**src/cin_pkg.sv**
```systemverilog
`default_nettype none

package cin_pkg;

    // lane geometry
    localparam int NUM_LANES        = 4;
    localparam int NIBBLES_PER_WORD = 8;

    // expected training word on every lane
    localparam logic [31:0] TRAIN_VALUE = 32'hA55A6996;

    // per-lane register offsets, lane n sits at n*0x100
    localparam logic [7:0] REG_CTRL     = 8'h00;
    localparam logic [7:0] REG_STATUS   = 8'h04;
    localparam logic [7:0] REG_CAPTURE  = 8'h08;
    localparam logic [7:0] REG_ERRCNT   = 8'h0C;
    localparam logic [7:0] REG_INTERVAL = 8'h10;

    // axi response codes
    localparam logic [1:0] RESP_OKAY   = 2'b00;
    localparam logic [1:0] RESP_SLVERR = 2'b10;

    // plain vector types
    typedef logic [3:0]  cin_nibble_t;
    typedef logic [31:0] cin_word_t;
    typedef logic [24:0] err_count_t;
    typedef logic [23:0] interval_t;
    typedef logic [1:0]  lane_idx_t;
    typedef logic [11:0] axil_addr_t;
    typedef logic [31:0] axil_data_t;
    typedef logic [1:0]  axil_resp_t;
    // slice position inside a word
    typedef logic [2:0]  nib_cnt_t;

    // last slice position of a word
    localparam nib_cnt_t NIB_LAST = nib_cnt_t'(NIBBLES_PER_WORD - 1);

    // register block to lane
    typedef struct packed {
        logic      lane_rst;
        logic      lock_req;
        logic      bitslip;
        interval_t interval;
        logic      interval_load;
    } lane_ctrl_t;

    // lane to register block and top
    typedef struct packed {
        logic      locked;
        cin_word_t word;
        logic      word_valid;
    } lane_stat_t;

    // lane to error store
    typedef struct packed {
        logic       req;
        err_count_t count;
    } err_push_t;

    // master to slave
    typedef struct packed {
        logic       awvalid;
        axil_addr_t awaddr;
        logic       wvalid;
        axil_data_t wdata;
        logic [3:0] wstrb;
        logic       bready;
        logic       arvalid;
        axil_addr_t araddr;
        logic       rready;
    } axil_req_t;

    // slave to master
    typedef struct packed {
        logic       awready;
        logic       wready;
        logic       bvalid;
        axil_resp_t bresp;
        logic       arready;
        logic       rvalid;
        axil_data_t rdata;
        axil_resp_t rresp;
    } axil_rsp_t;

    typedef enum logic [1:0] {
        IDLE,
        WRESP,
        RRESP
    } axil_state_e;

    typedef enum logic [1:0] {
        MANUAL,
        SEARCH,
        LOCKED
    } align_state_e;

endpackage

`default_nettype wire

```
**src/cin_axil_regs.sv**
```systemverilog
`default_nettype none

module cin_axil_regs import cin_pkg::*; (
    input  wire             cin_clk_i,
    input  wire             rst,
    input  wire axil_req_t  axil_req_i,
    output axil_rsp_t       axil_rsp_o,
    output lane_ctrl_t      lane_ctrl_o [NUM_LANES],
    input  wire lane_stat_t lane_stat_i [NUM_LANES],
    output lane_idx_t       err_rd_idx_o,
    input  wire err_count_t err_rd_count_i
);

    // bus state and registered response
    axil_state_e state_q;
    axil_rsp_t   rsp_q;

    // per-lane control, pulses live here too
    lane_ctrl_t  ctrl_q [NUM_LANES];

    // decoded addresses
    lane_idx_t   wr_lane;
    lane_idx_t   rd_lane;
    logic [7:0]  wr_off;
    logic [7:0]  rd_off;
    logic        wr_mapped;
    logic        rd_mapped;

    // handshake cycles, ready pulse seen with valid still high
    logic        wr_hs;
    logic        rd_hs;
    axil_data_t  rd_data;

    // offset must be one of the five registers and bits 11:10 clear
    function automatic logic addr_mapped(axil_addr_t addr);
        logic off_ok;
        case (addr[7:0])
            REG_CTRL, REG_STATUS, REG_CAPTURE, REG_ERRCNT, REG_INTERVAL: off_ok = 1'b1;
            default: off_ok = 1'b0;
        endcase
        return off_ok && (addr[11:10] == 2'b00);
    endfunction

    assign wr_lane   = axil_req_i.awaddr[9:8];
    assign rd_lane   = axil_req_i.araddr[9:8];
    assign wr_off    = axil_req_i.awaddr[7:0];
    assign rd_off    = axil_req_i.araddr[7:0];
    assign wr_mapped = addr_mapped(axil_req_i.awaddr);
    assign rd_mapped = addr_mapped(axil_req_i.araddr);

    assign wr_hs = rsp_q.awready && axil_req_i.awvalid && axil_req_i.wvalid;
    assign rd_hs = rsp_q.arready && axil_req_i.arvalid;

    // store count lookup follows the read address directly
    assign err_rd_idx_o = rd_lane;

    // read data mux, unmapped returns zero
    always_comb begin
        rd_data = '0;
        if (rd_mapped) begin
            case (rd_off)
                REG_CTRL:     rd_data = {30'b0, ctrl_q[rd_lane].lane_rst,
                                         ctrl_q[rd_lane].lock_req};
                REG_STATUS:   rd_data = {31'b0, lane_stat_i[rd_lane].locked};
                REG_CAPTURE:  rd_data = lane_stat_i[rd_lane].word;
                REG_ERRCNT:   rd_data = axil_data_t'(err_rd_count_i);
                REG_INTERVAL: rd_data = axil_data_t'(ctrl_q[rd_lane].interval);
                default:      rd_data = '0;
            endcase
        end
    end

    always_ff @(posedge cin_clk_i) begin
        if (rst) begin
            state_q <= IDLE;
            rsp_q   <= '0;
            for (int n = 0; n < NUM_LANES; n++) begin
                ctrl_q[n] <= '0;
            end
        end else begin
            // bitslip and interval_load are single-cycle strobes
            for (int n = 0; n < NUM_LANES; n++) begin
                ctrl_q[n].bitslip       <= 1'b0;
                ctrl_q[n].interval_load <= 1'b0;
            end
            // ready pulses last one cycle
            rsp_q.awready <= 1'b0;
            rsp_q.wready  <= 1'b0;
            rsp_q.arready <= 1'b0;
            case (state_q)
                IDLE: begin
                    if (wr_hs) begin
                        state_q     <= WRESP;
                        rsp_q.bvalid <= 1'b1;
                        rsp_q.bresp  <= wr_mapped ? RESP_OKAY : RESP_SLVERR;
                        if (wr_mapped) begin
                            case (wr_off)
                                REG_CTRL: begin
                                    if (axil_req_i.wstrb[0]) begin
                                        ctrl_q[wr_lane].lock_req <= axil_req_i.wdata[0];
                                        ctrl_q[wr_lane].lane_rst <= axil_req_i.wdata[1];
                                        ctrl_q[wr_lane].bitslip  <= axil_req_i.wdata[2];
                                    end
                                end
                                REG_INTERVAL: begin
                                    if (axil_req_i.wstrb[0])
                                        ctrl_q[wr_lane].interval[7:0] <= axil_req_i.wdata[7:0];
                                    if (axil_req_i.wstrb[1])
                                        ctrl_q[wr_lane].interval[15:8] <= axil_req_i.wdata[15:8];
                                    if (axil_req_i.wstrb[2])
                                        ctrl_q[wr_lane].interval[23:16] <= axil_req_i.wdata[23:16];
                                    // restart the lane's error interval
                                    ctrl_q[wr_lane].interval_load <= 1'b1;
                                end
                                // status, capture and errcnt ignore writes
                                default: ;
                            endcase
                        end
                    end else if (rd_hs) begin
                        state_q     <= RRESP;
                        rsp_q.rvalid <= 1'b1;
                        rsp_q.rdata  <= rd_data;
                        rsp_q.rresp  <= rd_mapped ? RESP_OKAY : RESP_SLVERR;
                    end else if (!rsp_q.awready && !rsp_q.arready) begin
                        // write wins when both arrive together
                        if (axil_req_i.awvalid && axil_req_i.wvalid) begin
                            rsp_q.awready <= 1'b1;
                            rsp_q.wready  <= 1'b1;
                        end else if (axil_req_i.arvalid) begin
                            rsp_q.arready <= 1'b1;
                        end
                    end
                end
                WRESP: begin
                    // hold response until master takes it
                    if (axil_req_i.bready) begin
                        rsp_q.bvalid <= 1'b0;
                        state_q      <= IDLE;
                    end
                end
                RRESP: begin
                    if (axil_req_i.rready) begin
                        rsp_q.rvalid <= 1'b0;
                        state_q      <= IDLE;
                    end
                end
                default: state_q <= IDLE;
            endcase
        end
    end

    assign axil_rsp_o  = rsp_q;
    assign lane_ctrl_o = ctrl_q;

endmodule

`default_nettype wire

```
**src/cin_lane_align.sv**
```systemverilog
`default_nettype none

module cin_lane_align import cin_pkg::*; (
    input  wire              cin_clk_i,
    input  wire              rst,
    input  wire cin_nibble_t nibble_i,
    input  wire lane_ctrl_t  ctrl_i,
    output lane_stat_t       stat_o,
    output err_push_t        push_o,
    input  wire              grant_i
);

    // lane reset covers global and soft reset
    logic         lrst;

    // slice shifter and the word it would form now
    cin_word_t    shift_q;
    cin_word_t    word_next;

    // word boundary counter
    nib_cnt_t     nib_cnt_q;
    // slip requested by the lock search
    logic         slip_q;
    logic         hold;
    logic         emit;
    logic         match;

    align_state_e state_q;

    // last emitted word
    cin_word_t    word_q;
    logic         valid_q;

    // bit error interval
    cin_word_t    err_bits;
    interval_t    wcnt_q;
    err_count_t   ecnt_q;
    err_count_t   ecnt_sum;
    logic         push_req_q;
    err_count_t   push_cnt_q;

    // number of set bits in a word
    function automatic logic [5:0] popcount32(cin_word_t v);
        logic [5:0] n;
        n = '0;
        for (int b = 0; b < $bits(cin_word_t); b++) begin
            n = n + 6'(v[b]);
        end
        return n;
    endfunction

    assign lrst = rst || ctrl_i.lane_rst;

    // first slice ends up in bits 31:28
    assign word_next = {shift_q[27:0], nibble_i};

    // a held count pushes the boundary one slice later
    assign hold  = ctrl_i.bitslip || slip_q;
    assign emit  = (nib_cnt_q == NIB_LAST) && !hold;
    assign match = (word_next == TRAIN_VALUE);

    assign err_bits = word_next ^ TRAIN_VALUE;
    assign ecnt_sum = ecnt_q + err_count_t'(popcount32(err_bits));

    always_ff @(posedge cin_clk_i) begin
        shift_q <= word_next;
    end

    // capture word at each boundary
    always_ff @(posedge cin_clk_i) begin
        if (emit) begin
            word_q <= word_next;
        end
    end

    // boundary counter and lock search
    always_ff @(posedge cin_clk_i) begin
        if (lrst) begin
            nib_cnt_q <= '0;
            slip_q    <= 1'b0;
            valid_q   <= 1'b0;
            state_q   <= MANUAL;
        end else begin
            if (!hold) begin
                nib_cnt_q <= (nib_cnt_q == NIB_LAST) ? '0 : nib_cnt_q + 1'b1;
            end
            slip_q  <= 1'b0;
            valid_q <= emit;
            case (state_q)
                MANUAL: begin
                    if (ctrl_i.lock_req) state_q <= SEARCH;
                end
                SEARCH: begin
                    if (!ctrl_i.lock_req) begin
                        state_q <= MANUAL;
                    end else if (emit) begin
                        // mismatch slips one slice and tries again
                        if (match) state_q <= LOCKED;
                        else       slip_q  <= 1'b1;
                    end
                end
                LOCKED: begin
                    if (!ctrl_i.lock_req) state_q <= MANUAL;
                end
                default: state_q <= MANUAL;
            endcase
        end
    end

    // error accumulation over the loaded interval
    always_ff @(posedge cin_clk_i) begin
        if (lrst) begin
            wcnt_q     <= '0;
            ecnt_q     <= '0;
            push_req_q <= 1'b0;
        end else begin
            if (grant_i) push_req_q <= 1'b0;
            if (ctrl_i.interval_load) begin
                wcnt_q <= '0;
                ecnt_q <= '0;
            end else if (state_q == LOCKED && emit && ctrl_i.interval != '0) begin
                if (wcnt_q == ctrl_i.interval - 1'b1) begin
                    // last word of interval, hand total to the store
                    push_req_q <= 1'b1;
                    push_cnt_q <= ecnt_sum;
                    wcnt_q     <= '0;
                    ecnt_q     <= '0;
                end else begin
                    wcnt_q <= wcnt_q + 1'b1;
                    ecnt_q <= ecnt_sum;
                end
            end
        end
    end

    // locked rises with the valid of the matching word
    assign stat_o = '{locked: (state_q == LOCKED), word: word_q, word_valid: valid_q};
    assign push_o = '{req: push_req_q, count: push_cnt_q};

endmodule

`default_nettype wire

```
**src/cin_err_store.sv**
```systemverilog
`default_nettype none

module cin_err_store import cin_pkg::*; (
    input  wire                  cin_clk_i,
    input  wire                  rst,
    input  wire err_push_t       push_i [NUM_LANES],
    output logic [NUM_LANES-1:0] grant_o,
    input  wire lane_idx_t       rd_idx_i,
    output err_count_t           rd_count_o
);

    // last lane granted, search starts after it
    lane_idx_t  last_q;
    lane_idx_t  win_idx;
    logic       win_valid;

    // one count per lane
    err_count_t mem_q [NUM_LANES];

    // round-robin pick over pending pushes
    always_comb begin
        lane_idx_t idx;
        win_idx   = last_q;
        win_valid = 1'b0;
        for (int k = 1; k <= NUM_LANES; k++) begin
            idx = lane_idx_t'(last_q + k);
            if (!win_valid && push_i[idx].req) begin
                win_idx   = idx;
                win_valid = 1'b1;
            end
        end
    end

    // one-hot grant back to lanes
    always_comb begin
        grant_o = '0;
        if (win_valid) begin
            grant_o[win_idx] = 1'b1;
        end
    end

    // write on the grant cycle
    always_ff @(posedge cin_clk_i) begin
        if (rst) begin
            last_q <= '0;
            for (int n = 0; n < NUM_LANES; n++) begin
                mem_q[n] <= '0;
            end
        end else if (win_valid) begin
            mem_q[win_idx] <= push_i[win_idx].count;
            last_q         <= win_idx;
        end
    end

    // combinational read, registered by the bus slave
    assign rd_count_o = mem_q[rd_idx_i];

endmodule

`default_nettype wire

```
**src/turfio_cin_top.sv**
```systemverilog
`default_nettype none

module turfio_cin_top import cin_pkg::*; (
    input  wire                  cin_clk_i,
    input  wire                  rst,
    input  wire axil_req_t       axil_req_i,
    output axil_rsp_t            axil_rsp_o,
    input  wire cin_nibble_t     lane_data_i [NUM_LANES],
    output cin_word_t            cin_response_o [NUM_LANES],
    output logic [NUM_LANES-1:0] cin_valid_o
);

    // control, status and push per lane
    lane_ctrl_t           lane_ctrl [NUM_LANES];
    lane_stat_t           lane_stat [NUM_LANES];
    err_push_t            lane_push [NUM_LANES];
    logic [NUM_LANES-1:0] lane_grant;

    // store read port
    lane_idx_t            err_rd_idx;
    err_count_t           err_rd_count;

    cin_axil_regs u_regs (
        .cin_clk_i      (cin_clk_i),
        .rst            (rst),
        .axil_req_i     (axil_req_i),
        .axil_rsp_o     (axil_rsp_o),
        .lane_ctrl_o    (lane_ctrl),
        .lane_stat_i    (lane_stat),
        .err_rd_idx_o   (err_rd_idx),
        .err_rd_count_i (err_rd_count)
    );

    for (genvar n = 0; n < NUM_LANES; n++) begin : g_lane
        cin_lane_align u_lane (
            .cin_clk_i (cin_clk_i),
            .rst       (rst),
            .nibble_i  (lane_data_i[n]),
            .ctrl_i    (lane_ctrl[n]),
            .stat_o    (lane_stat[n]),
            .push_o    (lane_push[n]),
            .grant_i   (lane_grant[n])
        );

        // expose each lane's words
        assign cin_response_o[n] = lane_stat[n].word;
        assign cin_valid_o[n]    = lane_stat[n].word_valid;
    end

    cin_err_store u_store (
        .cin_clk_i  (cin_clk_i),
        .rst        (rst),
        .push_i     (lane_push),
        .grant_o    (lane_grant),
        .rd_idx_i   (err_rd_idx),
        .rd_count_o (err_rd_count)
    );

endmodule

`default_nettype wire

```
**config.mk**
```make
export PLATFORM = sky130hd
export DESIGN_NAME = turfio_cin_top
export DESIGN_NICKNAME = d
export VERILOG_FILES = /design/src/cin_pkg.sv /design/src/cin_axil_regs.sv /design/src/cin_lane_align.sv /design/src/cin_err_store.sv /design/src/turfio_cin_top.sv
export SDC_FILE = /design/constraint.sdc
export NUM_CORES = 2
export LEC_CHECK = 0
export ABC_AREA = 0
export BUFFER_PORTS_ARGS = -buffer_cell sky130_fd_sc_hd__buf_4
export CORE_UTILIZATION = 35
export CTS_CLUSTER_DIAMETER = 80
export CTS_CLUSTER_SIZE = 16
export DETAILED_ROUTE_END_ITERATION = 12
export GPL_TIMING_DRIVEN = 1
export PLACE_DENSITY_LB_ADDON = 0.08
export SLEW_MARGIN = 20
export SYNTH_ARGS = -nofsm -noshare
export SYNTH_HDL_FRONTEND = slang
export SYNTH_SLANG_ARGS = --single-unit
```
**constraint.sdc**
```tcl
create_clock -name cin_clk_i -period 14 [get_ports cin_clk_i]
set_input_delay 2.8 -clock cin_clk_i [delete_from_list [all_inputs] [get_ports cin_clk_i]]
set_output_delay 2.8 -clock cin_clk_i [all_outputs]
set_load 0.01 [all_outputs]
```
Word-level counts from Yosys, hierarchy flattened
Memory sizes are Yosys's and may differ from the RTL's.
Cells that the tools add are included.
- bits in latches: 0
- output and inout bits: 173
- bits in writable memories: 100
- bits of input ports: 83
- bits in read-only memories: 0
- flip-flop bits (word level): 725
- memories kept: 1
- memory list (name ; depth ; width ; rd ports ; clocked after memory_dff ; write ports ; RTL line ; text):
    u_store.mem_q ; 4 ; 25 ; 1 ; 0 ; 4 ; cin_err_store.sv:18 ; err_count_t mem_q [NUM_LANES];
- $add $sub $neg: 144
- shift operators: 0
- bitwise operators: 35
- $lt $le $gt $ge: 10
- div/mod/pow operators: 0
- reductions and logical operators: 85
- multiplexer cells: 157
- multiply operators: 0
- eq/ne operators: 53
- operator list (cell ; count):
    $mux W112 ; 19
    $bwmux W112 ; 7
    $add A6 B1 Y6 ; 120
    $demux W28 S2 ; 7
    $bmux W26 S2 ; 5
    $mux W26 ; 9
    $pmux W112 S2 ; 1
    $mux W25 ; 8
    $pmux W32 S5 ; 1
    $eq A32 B32 Y1 const B ; 4
    $add A25 B6 Y25 ; 4
    $add A24 B1 Y24 const B ; 4
    $eq A24 B24 Y1 ; 4
    $mux W24 ; 4
    $reduce_bool A24 Y1 ; 4
    $sub A24 B1 Y24 const B ; 4
    $mux W28 ; 3
    $mux W35 ; 2
    $bmux W34 S2 ; 1
    $mux W34 ; 2
    $mux W2 ; 32
    $not A16 Y16 ; 4
    $bmux W28 S2 ; 1
    $mux W1 ; 37
    other kinds (44) ; 197

Depth between registers and ports, before layout
- word-level depth: 34
- mapped depth: 28

Modules after synthesis
From an unflattened synthesis, not the netlist that was laid out.
- cell total of the unflattened synthesis: 3673
- area total of the unflattened synthesis: 40762.8 um^2
- modules (own cells, without submodules) (module ; instances ; sequential area each (um^2) ; cells each ; area each (um^2)):
    cin_lane_align at g_lane[1].u_lane ; 1 ; 3413.3 ; 713 ; 7460.9
    cin_lane_align at g_lane[2].u_lane ; 1 ; 3413.3 ; 676 ; 7088.0
    cin_axil_regs ; 1 ; 3042.9 ; 620 ; 7039.3
    cin_lane_align at g_lane[0].u_lane ; 1 ; 3413.3 ; 670 ; 7023.0
    cin_lane_align at g_lane[3].u_lane ; 1 ; 3413.3 ; 659 ; 6981.7
    cin_err_store ; 1 ; 3042.9 ; 335 ; 5170.0

Worst setup path after synthesis
OpenSTA, ideal clock, no wires.
- path type: input to register
- start: input port lane_data_i[0] (netlist name)
- end: register g_lane[3].u_lane.ecnt_q[22]
- setup time: 116 ps
- stages on the path: 23
- setup slack: 4338 ps
- path buffers: 0
- data arrival time: 9546 ps
- cell sequence: inv_1 > ha_1 > inv_1 > fa_1 > fa_1 > fa_1 > inv_1 > fa_1 > fa_1 > fa_1 > fa_1 > inv_1 > fa_1 > fa_1 > nor2b_1 > o21ai_0 > a21boi_0 > o21ai_0 > a2111oi_1 > nand4_1 > and3_1 > o21ai_0 > nand2_1
- longest elaborated chain between the ends: 33
- ends and longest elaborated chain (element ; RTL line ; text):
    from (decl) ; turfio_cin_top.sv:8 ; input wire cin_nibble_t lane_data_i [NUM_LANES],
    $add A1 B1 Y2 ; cin_lane_align.sv:47 ; n = n + 6'(v[b]);
    $add A6 B1 Y6 (30 in a row) ; cin_lane_align.sv:47 ;
    $add A25 B6 Y25 ; cin_lane_align.sv:63 ; assign ecnt_sum = ecnt_q + err_count_t'(popcount32(err_bits));
    $mux W25 ; cin_lane_align.sv:122 ; if (wcnt_q == ctrl_i.interval - 1'b1) begin
    to (signal assigned) ; cin_lane_align.sv:130 ; ecnt_q <= ecnt_sum;
    to (decl) ; cin_lane_align.sv:37 ; err_count_t ecnt_q;
Every way passes these cells.
A chain may end at the register's enable or synchronous reset.

Worst setup path after layout
- start: input port lane_data_i[0] (netlist name)
- end: register g_lane[3].u_lane.ecnt_q[19]
- longest elaborated chain between the ends: 33
- ends and longest elaborated chain (element ; RTL line ; text):
    $add A1 B1 Y2 ; cin_lane_align.sv:47 ;
    $add A6 B1 Y6 (30 in a row) ; cin_lane_align.sv:47 ;
    $add A25 B6 Y25 ; cin_lane_align.sv:63 ;
    net g_lane[3].u_lane.ecnt_sum[19] ; cin_lane_align.sv:38 ; err_count_t ecnt_sum;
    $mux W25 ; cin_lane_align.sv:122 ;
The timed path passes the listed nets, and every way through them passes these cells.

==> impl_metrics.py <==
metrics = {
    "cts": {
        "cts_max_path_buffers": 3,
        "holdBufCountCts": 0,
        "post_cts_buffers": 0,
        "cts_buffers": 61,
        "tritoncts": "built",
        "cts_sinks": 822,
        "htree_levels": 2,
        "clock-root-buffer": "clkbuf_16",
        "clk_latency_ns": 0.70,
        "clk_pin_slew_ns": 0.07,
        "post_cts_resize_count": 0,
    },
    "power": {
        "p_int_mw": 4.33,
        "p_comb_share_pct": 33.3,
        "power_frac_clock_pct": 27.1,
        "p_seq_share_pct": 39.6,
        "vdd_ir_drop_max_mv": 0.288,
        "power.share.switching_pct": 34.7,
        "powerDensity_nw_per_um2": 146,
        "p_leak_nw": 17.4,
        "p_switching_mw": 2.30,
    },
    "floorplanning": {
        "core_um2": 113000,
        "die_area_um2": 116000,
        "die_h_um": 341,
        "rows": 123,
        "die_w_um": 341,
        "ioPinCount": 256,
        "start_util_pct": 35.5,
    },
    "timing": {
        "tightest_slew_ns": 1.12,
        "clock_skew_ns": 0.0251,
        "slew_headroom_pct": 25.4,
        "finalCritPeriodShare_pct": 70.8,
        "max_freq_mhz": 101,
        "setup_violations": 0,
        "slew_viol_final": 0,
        "hold_violations": 0,
        "post-route-min-period_ns": 9.91,
        "finalSetupTns_ns": 0,
        "rsz0062_at_grt": "no",
        "layout_setup_ws_ns": 4.09,
    },
    "setup_path": {
        "critPathLaunchType": "primary input",
        "worstSetupPathType": "primary input to flip-flop",
        "crit_required_ns": 14.59,
        "cp.arrival_ns": 10.50,
        "end_kind": "flip-flop",
        "worstPathMaxFanout": 7,
        "slowest_stage": "nor3_1",
        "crit_path_max_incr_delay_ns": 0.75,
        "worst_path_most_repeated_cell": "fa_1",
        "crit_family": "adder cells",
        "cp.buffers_inverters": 6,
    },
    "routing": {
        "wl_um": 140000,
        "firstDrtPassIters": 5,
        "vias": 29200,
        "drt_iter0_markers": 2474,
        "drc": 0,
        "viasPerCell": 5.28,
        "ant_nets": 0,
        "avgRoutedWirePerCell_um": 25.4,
    },
    "grt": {
        "grt_max_degree": 65,
        "use_met3_pct": 3.09,
        "antenna_found_initial": 7,
        "gr-usage-met1_pct": 35.5,
        "grt_use_total_pct": 23.8,
        "grt_pass1_wl_um": 200000,
        "busiest_layer": "met2",
        "grt_util_met2_pct": 36.3,
        "grt_pass1_vias": 27500,
        "grt_overflow": 0,
    },
    "synthesis": {
        "yosys.area.top_type": "dfxtp_1",
        "synth_top_area_share_pct": 24.7,
        "ys_warn_count": 0,
        "syn_inst": 3799,
        "ys_top_cells_by_area": "dfxtp_1, edfxtp_1, fa_1",
        "yosys_register_bits": 822,
        "synth-edff-count": 328,
        "syn_area_per_cell_um2": 10.6,
        "yosys.cell_types.count": 86,
        "synth-main-ff-cell": "dfxtp_1",
        "synth-async-reset-ratio_pct": 0,
        "synthesis.area_um2": 40100,
        "yosysSeqAreaShare_pct": 49.2,
    },
    "placed_design": {
        "dp_hpwl_um": 107000,
        "portBuffers": 244,
        "post-place-ws_ns": 3.37,
        "place.gp.congestion": 0.919,
        "placed_cells": 5408,
    },
    "outcome": {
        "status": "finished clean",
    },
    "run": {
        "maxCapViolCount": 0,
    },
    "finish": {
        "layout.cells.most_common_list": "nor2_1, dfxtp_1, edfxtp_1",
        "final_nets": 4235,
        "final-instance-count-excl-fill": 5518,
        "area_growth_pct": 13.2,
        "drive_gt1_share_pct": 12.8,
        "mostFrequentLayoutCell": "nor2_1",
        "fillers": 11100,
    },
    "worst_hold_path": {
        "hold_class": "flip-flop to flip-flop",
    },
}
cell usage after synthesis (all sizes together), types with 19 or more instances:
master	n
mux4	83
o21ai	112
edfxtp	328
xor2	155
a21oi	111
clkbuf	138
and3	50
a22o	19
or3	20
dfxtp	494
nor2b	20
nor2	503
nand3	131
nand4	62
inv	273
nand2b	24
mux2i	120
fa	100
nor4	65
a22oi	49
ha	81
nand2	288
a221oi	28
nor3	70
xnor2	187
buf	49
flip-flops by register name, summed over array words and instances, names as in the netlist, 4 cells and up:
signal                    cells
g_lane.u_lane.slip_q          4
g_lane.u_lane.state_q         8
g_lane.u_lane.word_q        128
g_lane.u_lane.wcnt_q         96
u_store.mem_q               100
g_lane.u_lane.nib_cnt_q      12
g_lane.u_lane.ecnt_q        100
u_regs.lane_ctrl_o          112
g_lane.u_lane.shift_q       112
g_lane.u_lane.push_cnt_q    100
u_regs.axil_rsp_o            38
g_lane.u_lane.push_req_q      4
g_lane.u_lane.valid_q         4
power by group through the flow:
stage | sequential [mW] | combinational [mW] | clock (mW)
6_report | 2.63 | 2.21 | 1.80
5_1_grt | 2.63 | 2.45 | 1.93
2_1_floorplan | 2.67 | 1.48 | 0
3_3_place_gp | 2.68 | 2.19 | 0
4_1_cts | 2.63 | 2.22 | 1.85
3_5_place_dp | 2.68 | 2.19 | 0
path summary, 6_finish.rpt:
| path | from | endpoint | slack [ns] | depth (start not counted) |
|---|---|---|---|---|
| worst max-delay path | lane_data_i[0] | g_lane[3].u_lane.ecnt_q[19] | 4.09 | 27 |
| worst min register to register | g_lane[1].u_lane.shift_q[13] | g_lane[1].u_lane.shift_q[17] | 0.37 | 0 |
| worst max register to register | g_lane[3].u_lane.shift_q[20] | g_lane[3].u_lane.ecnt_q[19] | 6.14 | 25 |
| worst min-delay path | g_lane[1].u_lane.shift_q[13] | g_lane[1].u_lane.shift_q[17] | 0.37 | 0 |
routing by layer:
metal	part of all wire, %	up-vias
met5	0	-
met1	47	14600
met4	2.3	0
li1	-	13600
met3	5.7	129
met2	45	844
stage by stage:
step	total power [mW]	util, %	hold slack [ns]	cell area, um2
after floorplan	4.15	-	0.347	40100
after global placement	4.88	38.5	0.355	43500
after detailed placement	4.87	38.5	0.362	43500
after CTS	6.70	40.1	0.373	45400
after global routing	7.01	40.1	0.375	45400
final	6.63	40.1	0.372	45400
layout make-up:
| class | count | area (um2) | area share (%) |
|---|---|---|---|
| Sequential cell | 822 | 19700 | 43.5 |
| Multi-Input combinational cell | 2518 | 18700 | 41.1 |
| Timing Repair Buffer | 295 | 2210 | 4.88 |
| Tap cell | 1500 | 1880 | 4.13 |
| Clock buffer | 96 | 1700 | 3.74 |
| Inverter | 273 | 1020 | 2.26 |
| Clock inverter | 13 | 178 | 0.391 |
| Antenna cell | 1 | 2.50 | 0.00551 |
kinds of logic (layout without fill, tap and decap cells):
family	count (synthesis)	count (layout)	synth area share, %
AOI/OAI and AO/OA	441	441	7.27
xor gates and xnor gates	342	342	7.47
adders and majority gates	181	181	7.52
buffers and inverters	460	677	4.59
DFF	822	822	49.2
muxes	205	205	7.71
other	1	3	0.00935
and+or+nand+nor	1347	1347	16.2
No activity file was read; power rests on OpenSTA's default activity.
